$ cat src/logic/scaler_defs.svh
`ifndef SCALER_DEFS_SVH
`define SCALER_DEFS_SVH

// Stream sample width
`define SAMPLE_W 16

// Gain multiplier width
`define GAIN_W 8

// Right-shift amount, 0 to 7
`define SHIFT_W 3

// Register file address space
`define CFG_ADDR_W 2

// Register map
`define REG_GAIN  0
`define REG_SHIFT 1
`define REG_COUNT 2

`endif

$ cat src/logic/scaler_pkg.sv
`include "scaler_defs.svh"

package scaler_pkg;

    // One unsigned stream sample
    typedef logic [`SAMPLE_W-1:0] sample_t;

    // Gain and shift as held in the register block
    typedef logic [`GAIN_W-1:0] gain_t;
    typedef logic [`SHIFT_W-1:0] shift_t;

    // Full-width product of sample and gain, no bits lost
    typedef logic [`SAMPLE_W+`GAIN_W-1:0] product_t;

    // Register strobe address
    typedef logic [`CFG_ADDR_W-1:0] cfg_addr_t;

    // Register data is as wide as a sample, so the counter fits
    typedef logic [`SAMPLE_W-1:0] cfg_data_t;

endpackage

$ cat src/logic/skid_buffer.sv
`timescale 1ns/100ps

module skid_buffer #(
    parameter int DATA_W = 16
) (
    input  logic              clk,
    input  logic              rst_n,

    // Upstream side
    input  logic              s_valid,
    output logic              s_ready,
    input  logic [DATA_W-1:0] s_data,

    // Downstream side
    output logic              m_valid,
    input  logic              m_ready,
    output logic [DATA_W-1:0] m_data
);

    // Main slot drives the outputs, skid slot catches the overflow word
    logic              main_valid;
    logic [DATA_W-1:0] main_data;
    logic              skid_valid;
    logic [DATA_W-1:0] skid_data;
    logic              push;
    logic              pop;

    assign push = s_valid && s_ready;
    assign pop  = main_valid && m_ready;

    // Room for a word unless the skid slot is taken and nothing leaves
    assign s_ready = !skid_valid || pop;

    assign m_valid = main_valid;
    assign m_data  = main_data;

    // Occupancy flags
    always_ff @(posedge clk or negedge rst_n) begin
        if (!rst_n) begin
            main_valid <= 1'b0;
            skid_valid <= 1'b0;
        end else begin
            // Main slot stays full while skid or input can refill it
            if (pop) begin
                main_valid <= skid_valid || push;
            end else if (push) begin
                main_valid <= 1'b1;
            end
            // Skid fills when main is held, empties when it drains into main
            if (push && main_valid && !pop) begin
                skid_valid <= 1'b1;
            end else if (pop && skid_valid) begin
                skid_valid <= push;
            end
        end
    end

    // Payload slots
    always_ff @(posedge clk) begin
        if (pop) begin
            // Skid word is older, so it goes out next
            if (skid_valid) begin
                main_data <= skid_data;
            end else if (push) begin
                main_data <= s_data;
            end
        end else if (push && !main_valid) begin
            main_data <= s_data;
        end
        // Skid takes the new word on a stall, or refills behind a drain
        if (push && main_valid && (!pop || skid_valid)) begin
            skid_data <= s_data;
        end
    end

endmodule

$ cat src/logic/gain_stage.sv
`timescale 1ns/100ps
`include "scaler_defs.svh"

module gain_stage import scaler_pkg::*; (
    input  logic    clk,
    input  logic    rst_n,

    // Sample input
    input  logic    s_valid,
    output logic    s_ready,
    input  sample_t s_data,

    // Scaled output
    output logic    m_valid,
    input  logic    m_ready,
    output sample_t m_data,

    // Settings from the register block
    input  gain_t   gain,
    input  shift_t  shift
);

    // Stage 1 holds the raw product and the shift that came with it
    logic     s1_valid;
    product_t s1_prod;
    shift_t   s1_shift;

    // Stage 2 holds the final saturated sample
    logic     s2_valid;
    sample_t  s2_data;

    // Advance enables
    logic     s1_adv;
    logic     s2_adv;

    // Shift and clamp between the stages
    product_t shifted;
    sample_t  sat_data;

    // Stage 2 moves when empty or the sink takes its word
    assign s2_adv = !s2_valid || m_ready;

    // Stage 1 moves when empty or stage 2 moves, so bubbles fill up
    assign s1_adv = !s1_valid || s2_adv;

    assign s_ready = s1_adv;

    // Stage valids
    always_ff @(posedge clk or negedge rst_n) begin
        if (!rst_n) begin
            s1_valid <= 1'b0;
            s2_valid <= 1'b0;
        end else begin
            if (s1_adv) begin
                s1_valid <= s_valid;
            end
            if (s2_adv) begin
                s2_valid <= s1_valid;
            end
        end
    end

    // Stage 1 multiply, full 24-bit product
    always_ff @(posedge clk) begin
        if (s_valid && s1_adv) begin
            s1_prod  <= product_t'(s_data) * product_t'(gain);
            s1_shift <= shift;
        end
    end

    assign shifted = s1_prod >> s1_shift;

    // Anything left above bit 15 clamps to all ones
    assign sat_data = (|shifted[`SAMPLE_W+`GAIN_W-1:`SAMPLE_W]) ? '1
                                                                : shifted[`SAMPLE_W-1:0];

    // Stage 2 register
    always_ff @(posedge clk) begin
        if (s1_valid && s2_adv) begin
            s2_data <= sat_data;
        end
    end

    assign m_valid = s2_valid;
    assign m_data  = s2_data;

endmodule

$ cat src/logic/scaler_regs.sv
`timescale 1ns/100ps
`include "scaler_defs.svh"

module scaler_regs import scaler_pkg::*; (
    input  logic      clk,
    input  logic      rst_n,

    // Register strobes
    input  logic      cfg_we,
    input  cfg_addr_t cfg_addr,
    input  cfg_data_t cfg_wdata,
    output cfg_data_t cfg_rdata,

    // Output handshake, watched for the delivery count
    input  logic      m_valid,
    input  logic      m_ready,

    // Settings to the scaler
    output gain_t     gain,
    output shift_t    shift
);

    // Samples delivered, wraps at 16 bits
    cfg_data_t count;

    // Write decode
    logic wr_gain;
    logic wr_shift;
    logic wr_count;

    assign wr_gain  = cfg_we && (cfg_addr == cfg_addr_t'(`REG_GAIN));
    assign wr_shift = cfg_we && (cfg_addr == cfg_addr_t'(`REG_SHIFT));
    assign wr_count = cfg_we && (cfg_addr == cfg_addr_t'(`REG_COUNT));

    // Gain and shift, unity gain out of reset
    always_ff @(posedge clk or negedge rst_n) begin
        if (!rst_n) begin
            gain  <= gain_t'(1);
            shift <= '0;
        end else begin
            // Only the low field bits are kept
            if (wr_gain) begin
                gain <= cfg_wdata[`GAIN_W-1:0];
            end
            if (wr_shift) begin
                shift <= cfg_wdata[`SHIFT_W-1:0];
            end
        end
    end

    // Delivery counter, a write to its address clears it and wins over a transfer
    always_ff @(posedge clk or negedge rst_n) begin
        if (!rst_n) begin
            count <= '0;
        end else if (wr_count) begin
            count <= '0;
        end else if (m_valid && m_ready) begin
            count <= count + 1'b1;
        end
    end

    // Read mux, fields zero-extended
    always_comb begin
        case (cfg_addr)
            cfg_addr_t'(`REG_GAIN):  cfg_rdata = cfg_data_t'(gain);
            cfg_addr_t'(`REG_SHIFT): cfg_rdata = cfg_data_t'(shift);
            cfg_addr_t'(`REG_COUNT): cfg_rdata = count;
            default:                 cfg_rdata = '0;
        endcase
    end

endmodule

$ cat src/logic/scaler_top.sv
`timescale 1ns/100ps
`include "scaler_defs.svh"

module scaler_top import scaler_pkg::*; (
    input  logic      clk,
    input  logic      rst_n,

    // Sample stream in
    input  logic      s_valid,
    output logic      s_ready,
    input  sample_t   s_data,

    // Scaled stream out
    output logic      m_valid,
    input  logic      m_ready,
    output sample_t   m_data,

    // Register strobes
    input  logic      cfg_we,
    input  cfg_addr_t cfg_addr,
    input  cfg_data_t cfg_wdata,
    output cfg_data_t cfg_rdata
);

    // Input buffer to scaler
    logic    in_valid;
    logic    in_ready;
    sample_t in_data;

    // Scaler to output buffer
    logic    sc_valid;
    logic    sc_ready;
    sample_t sc_data;

    // Current settings
    gain_t   gain;
    shift_t  shift;

    // Decouples the upstream source
    skid_buffer #(
        .DATA_W  (`SAMPLE_W)
    ) in_buf (
        .clk     (clk),
        .rst_n   (rst_n),
        .s_valid (s_valid),
        .s_ready (s_ready),
        .s_data  (s_data),
        .m_valid (in_valid),
        .m_ready (in_ready),
        .m_data  (in_data)
    );

    // Multiply, shift, saturate
    gain_stage gain_stage_i (
        .clk     (clk),
        .rst_n   (rst_n),
        .s_valid (in_valid),
        .s_ready (in_ready),
        .s_data  (in_data),
        .m_valid (sc_valid),
        .m_ready (sc_ready),
        .m_data  (sc_data),
        .gain    (gain),
        .shift   (shift)
    );

    // Registers the result toward the sink
    skid_buffer #(
        .DATA_W  (`SAMPLE_W)
    ) out_buf (
        .clk     (clk),
        .rst_n   (rst_n),
        .s_valid (sc_valid),
        .s_ready (sc_ready),
        .s_data  (sc_data),
        .m_valid (m_valid),
        .m_ready (m_ready),
        .m_data  (m_data)
    );

    // Counts transfers on the top output port
    scaler_regs scaler_regs_i (
        .clk       (clk),
        .rst_n     (rst_n),
        .cfg_we    (cfg_we),
        .cfg_addr  (cfg_addr),
        .cfg_wdata (cfg_wdata),
        .cfg_rdata (cfg_rdata),
        .m_valid   (m_valid),
        .m_ready   (m_ready),
        .gain      (gain),
        .shift     (shift)
    );

endmodule

$ cat config.mk
export PLATFORM = sky130hd
export DESIGN_NAME = scaler_top
export DESIGN_NICKNAME = d
export VERILOG_FILES = /design/src/logic/scaler_pkg.sv /design/src/logic/skid_buffer.sv /design/src/logic/gain_stage.sv /design/src/logic/scaler_regs.sv /design/src/logic/scaler_top.sv
export VERILOG_INCLUDE_DIRS = /design/src /design/src/logic
export SDC_FILE = /design/constraint.sdc
export NUM_CORES = 1
export LEC_CHECK = 0
export BUFFER_PORTS_ARGS = -buffer_cell sky130_fd_sc_hd__buf_2
export CAP_MARGIN = 40
export CELL_PAD_IN_SITES_DETAIL_PLACEMENT = 1
export CELL_PAD_IN_SITES_GLOBAL_PLACEMENT = 2
export CORE_MARGIN = 2
export CORE_UTILIZATION = 42
export CTS_CLUSTER_SIZE = 14
export DETAILED_ROUTE_END_ITERATION = 6
export PLACE_DENSITY = 0.87
export SYNTH_ARGS = -nofsm -noshare
export SYNTH_HDL_FRONTEND = slang
export SYNTH_SLANG_ARGS = --single-unit
export TNS_END_PERCENT = 20
$ cat constraint.sdc
create_clock -name clk -period 5.5 [get_ports clk]
set_input_delay 0.275 -clock clk [delete_from_list [all_inputs] [get_ports clk]]
set_output_delay 0.275 -clock clk [all_outputs]
set_load 0.01 [all_outputs]
# Word-level counts from Yosys, hierarchy flattened
# Index checks and enable logic that the tools add are counted.
[totals] register_bits=140 inputBits=39 output_inout_bits=34 word_cells=87
[classes] n_addsub=1 n_mul=1 eq_ne=4 n_shift=1 n_mux=19 reduce_logical=45
[ops] op="$mux W16" count=10
[ops] op="$pmux W16 S3" count=1
[ops] op="$mul A16 B8 Y24" count=1
[ops] op="$shr A24 B3 Y24" count=1
[ops] op="$logic_and A1 B1 Y1" count=18
[ops] op="$add A16 B1 Y16 const B" count=1
[ops] op="$reduce_bool A2 Y1" count=7
[ops] op="$logic_not A1 Y1" count=8
[ops] op="$logic_or A1 B1 Y1" count=8
[ops] op="$mux W1" count=8
[ops] op="$reduce_or A8 Y1" count=1
[ops] op="$ne A3 B1 Y1 const B" count=2
[ops] op="$reduce_and A2 Y1" count=2
[ops] op="$eq A2 B1 Y1 const B" count=1
[ops] op="$eq A2 B2 Y1 const B" count=1
[ops] op="$logic_not A2 Y1" count=1

# Logic depth before layout (Yosys ltp)
[logic_depth] ltp_word=10 depth_mapped=17 depth_no_buf=16

# Hierarchy
# Synthesis repeated with hierarchy kept, for this count alone.
[hier_totals] hier_cells=921 area_unflattened_um2=10427.5
[modules_own_cells] mod="gain_stage" n_inst=1 cells_each=652 area_per_inst_um2=6344.8 seq_area_each_um2=1341.3
[modules_own_cells] mod="skid_buffer" n_inst=2 cells_each=66 area_per_inst_um2=1328.8 seq_area_each_um2=1011.0
[modules_own_cells] mod="scaler_regs" n_inst=1 cells_each=137 area_per_inst_um2=1425.1 seq_area_each_um2=676.9

# Worst setup path after synthesis
# OpenSTA, ideal clock, no wires.
[synth_path] path_type="reg2reg" start="register scaler_regs_i.gain[4]" end="register gain_stage_i.s1_prod[16] (data pin)" setup_ns=0.158 arrival_ns=4.637 required_ns=5.342 setup_slack_ns=0.705 path_stages_with_launch=16 n_path_buf=1 synth_period_minus_slack_ns=4.795 path_cell_list="dfrtp_1 clkbuf_1 and2_1 fa_1 fa_1 fa_1 inv_1 fa_1 inv_1 ha_1 a21oi_1 o21ai_0 or3_1 o21ai_1 or4b_2 o211ai_1"
[synth_between] elab_chain_len=1
[synth_lines] element="start: declaration" line_no="scaler_regs.sv:19" rtl="output gain_t gain,"
[synth_lines] element="start signal: assignment" line_no="scaler_regs.sv:38" rtl="gain <= gain_t'(1);"
[synth_lines] element="start signal: assignment" line_no="scaler_regs.sv:43" rtl="gain <= cfg_wdata[`GAIN_W-1:0];"
[synth_lines] element="$mul A16 B8 Y24" line_no="gain_stage.sv:66" rtl="s1_prod <= product_t'(s_data) * product_t'(gain);"
[synth_lines] element="end signal: assignment" line_no="gain_stage.sv:66"
[synth_lines] element="end: declaration" line_no="gain_stage.sv:25" rtl="product_t s1_prod;"
# Every way passes these cells.
# A chain may end at the register's enable or synchronous reset.

# Worst setup path in the final report
[layout_path] start="register scaler_regs_i.gain[2]" end="register gain_stage_i.s1_prod[16] (data pin)"
# The elaborated chain is that of the path after synthesis.

==> summary.md <==
| Metric | Value |
|---|---|
| Clock-pin slew on the worst setup and hold paths | 0.07 ns |
| RSZ-0062 raised after global routing | no |
| Crit path required time | 5.78 ns |
| Area leader, netlist | edfxtp_1 |
| Max Buffers Root-to-Sink | 2 |
| Synth Warn # | 0 |
| Die Width | 160 um |
| Iter 0 DRT Violations | 234 |
| Critical Path Sink Type | flip-flop |
| Cell Rows | 57 |
| FF/Latch Area | around 0.0040 mm^2 |
| Arr. time, crit path | 5.36 ns |
| Fillcell total | 2638 |
| Clock buffer count from CTS | 17 |
| Ys flop type | edfxtp_1 |
| Die area | 0.0256 mm^2 |
| CP peak stage delay | around 0.65 ns |
| Largest net degree at the start of global routing | 34 |
| Number of synthesized flops with an enable pin | 107 |
| Multi-input gate area | 0.00563 mm^2 |
| Routed WL per cell | 16.6 um |
| Final nets | 1141 |
| CTS tree | done |
| Post-Route Utilization | about 48% |
| Final worst-path cycle share | 92.3% |
| # Post-CTS Setup Buffers | 0 |
| Via-to-Cell Ratio | 5.04 |
| Most used cell, CP | fa_1 |
| Ranking of synthesized cells by area | edfxtp_1 31%, fa_1 16%, dfrtp_1 7.8%, and2_1 7.5%, ha_1 5.5% |
| Crit path max-delay family | adder cells |
| Metal2 WL | 10800 um |
| Setup TNS | 0 ns |
| DR vias | 6598 |
| Ys async rst share | 23.6% |
| Layout cells sized above 1 | 18.0% |
| Starting density of the core | 42.5% |
| R2r setup slk | 0.42 ns |
| Number of global-route vias before repair | 7114 |
| GR Overflow Total | 0 |
| Synth Area per Inst | 11.3 um^2 |
| Worst Tran Pin Value | 0.761 ns |
| Crit start category | flip-flop |
| Drt drc | 0 |
| Hold Path Class | in -> reg |
| CTS resizes | 0 |
| Rel. slew slack | 49.2% |
| Post-Route M1 WL | about 10000 um |
| Yosys reg bits | 140 |
| Gp weighted congestion | around 0.78 |
| Post-Syn Nets | 1071 |
| Final Slew Violations | 0 |
| # IOs | 73 |
| Worst-path fanout max | 14 |
| Length of routed met3 wiring | 550 um |
| Top-area cell type share of the netlist area | 31.4% |
| Port Buffers | 64 |
| Clock Latency Late Sink | 0.44 ns |
| Synth Cell Area | 0.0102 mm^2 |
| Clk_skew | 0.0148 ns |
| Post-route ant nets | 0 |
| Crit Path Category | reg -> reg |
| Antenna cell count | 0 |
| Clk root buf | clkbuf_16 |
| Top routing layer used | met4 |
| Hpwl dp | between 15000 and 20000 um |
| Area grow syn2layout | 12.6% |
| Clock sink count | 140 |
| Max Fclk | approximately 200 MHz |
| Post-layout min period | approximately 5.1 ns |
| MaxCap Viol Count | 0 |
| Die height | 160 um |
| Sequential-to-total area share from yosys stat | 39.5% |
| Core area | 0.0241 mm^2 |
| Slowest-stage cell, CP | dfrtp_1 |
| Mapped Cells | around 900 |
| CTS H-Tree Depth | 4 |
| Global-route total usage across every layer | 18.0% |
| Hold Violations, Final | 0 |
| Final Setup Violations | 0 |
| First-pass iteration count of the detailed router | 5 |
| Routed wire length | 21800 um |
| CP Cell Sequence | and2_1 -> fa_1 -> fa_1 -> fa_1 -> inv_1 -> fa_1 -> inv_1 -> ha_1 -> a21oi_1 -> o21ai_0 -> or3_1 -> o21ai_1 -> or4b_2 -> o211ai_1 |
| Post-synth cell types | 56 |
| Status | complete, no violations |
| Worst Path Buf+Inv | 2 |
| Initial antenna violation count | 0 |
| Global-route wire length before repair | 36800 um |
Yosys cell counts, types with 2 or more instances:
master / count
edfxtp_1: 107
nor4_1: 2
clkbuf_1: 23
nand3_1: 19
nand4_1: 5
o211a_1: 2
and3_1: 8
fa_1: 84
nor2b_1: 8
nor2_1: 37
o31ai_1: 3
o21bai_1: 2
o211ai_2: 3
a21oi_1: 24
nor3_1: 11
nor3b_1: 2
mux2i_1: 34
o211ai_1: 11
buf_6: 3
inv_1: 108
xnor2_1: 14
or3_1: 6
mux4_2: 4
mux2_2: 48
and2_1: 123
o21ai_0: 19
xor2_1: 13
dfrtp_1: 32
nand3_2: 3
nand2_1: 67
ha_1: 45
o22ai_1: 2
a21o_1: 5
or2_2: 2
o21a_1: 3
cell usage in the layout, fill, tap and decap left out, types with 8 or more instances in the layout:
master	Yosys	layout
buf_4	0	13
inv_1	108	108
nand2_1	67	67
o211ai_1	11	11
mux2_2	48	48
xor2_1	13	13
mux2i_1	34	34
xnor2_1	14	14
and2_1	123	123
and3_1	8	8
a21oi_1	24	24
edfxtp_1	107	107
nor3_1	11	11
nand3_1	19	19
fa_1	84	84
ha_1	45	45
nor2b_1	8	8
nor2_1	37	37
buf_2	0	65
clkbuf_16	0	18
dfrtp_1	32	32
o21ai_0	19	19
state kept, by name (all words and copies together), names as in the netlist:
register,cells
gain_stage_i.s1_shift,3
in_buf.m_valid,1
in_buf.m_data,16
scaler_regs_i.shift,3
gain_stage_i.s1_valid,1
in_buf.skid_data,16
gain_stage_i.s1_prod,24
out_buf.m_valid,1
gain_stage_i.m_data,16
out_buf.m_data,16
gain_stage_i.m_valid,1
in_buf.skid_valid,1
out_buf.skid_data,16
out_buf.skid_valid,1
scaler_regs_i.gain,8
scaler_regs_i.count,16
metal layers:
layer / GRT usage, % / vias to the layer above
met1: 24.0 / 3311
met3: 3.58 / 22
met5: 0 / -
met2: 30.2 / 79
met4: 4.46 / 0
li1: - / 3186
worst paths after layout:
kind                                         startpoint                       end  cells after the start
worst max-delay path              scaler_regs_i.gain[2]  gain_stage_i.s1_prod[16]                     14
worst min-delay path                          s_data[0]       in_buf.skid_data[0]                      1
worst max register to register    scaler_regs_i.gain[2]  gain_stage_i.s1_prod[16]                     14
worst min register to register  gain_stage_i.m_data[15]     out_buf.skid_data[15]                      0
max in group asynchronous                         rst_n     scaler_regs_i.gain[6]                      2
min in group asynchronous                         rst_n   scaler_regs_i.count[10]                      2
kinds of logic after synthesis:
| logic type | count (synthesis) | share of synthesized area [%] |
|---|---|---|
| fa+ha+maj | 129 | 21.9 |
| buf+inv | 138 | 5.56 |
| flops | 140 | 39.5 |
| compound gates | 84 | 5.58 |
| simple gates | 299 | 15.6 |
| mux | 86 | 9.49 |
| xor+xnor | 27 | 2.31 |
final cells by class:
type / instances / area share, %
flip-flops and latches: 140 / 35.1
multi-input cells: 625 / 48.9
clock inverters: 14 / 1.09
inverters: 109 / 3.57
well taps: 324 / 3.52
clock buffers: 18 / 3.91
repair buffers: 80 / 4.00
stage by stage:
stage / std cells / worst slack (ns) / cell area, um^2 / hold slack (ns)
global route: 1310 / 0.178 / 11500 / 0.00855
floorplan: 903 / 0.705 / 10200 / -0.0206
CTS: 1310 / 0.409 / 11500 / 0.00602
detailed placement: 1277 / 0.464 / 10900 / 0.379
finish: 1310 / 0.422 / 11500 / 0.0263
global placement: 1275 / 0.436 / 10900 / 0.382
timing repair:
item,4_1_cts,5_1_grt
endpoints found under the hold margin,32,0
setup endpoints to repair,0,0
hold buffers,1,0
Power is left out: the tool's default activity adds up to more than one toggle a clock period on the data nets, which glitch-free logic cannot reach.
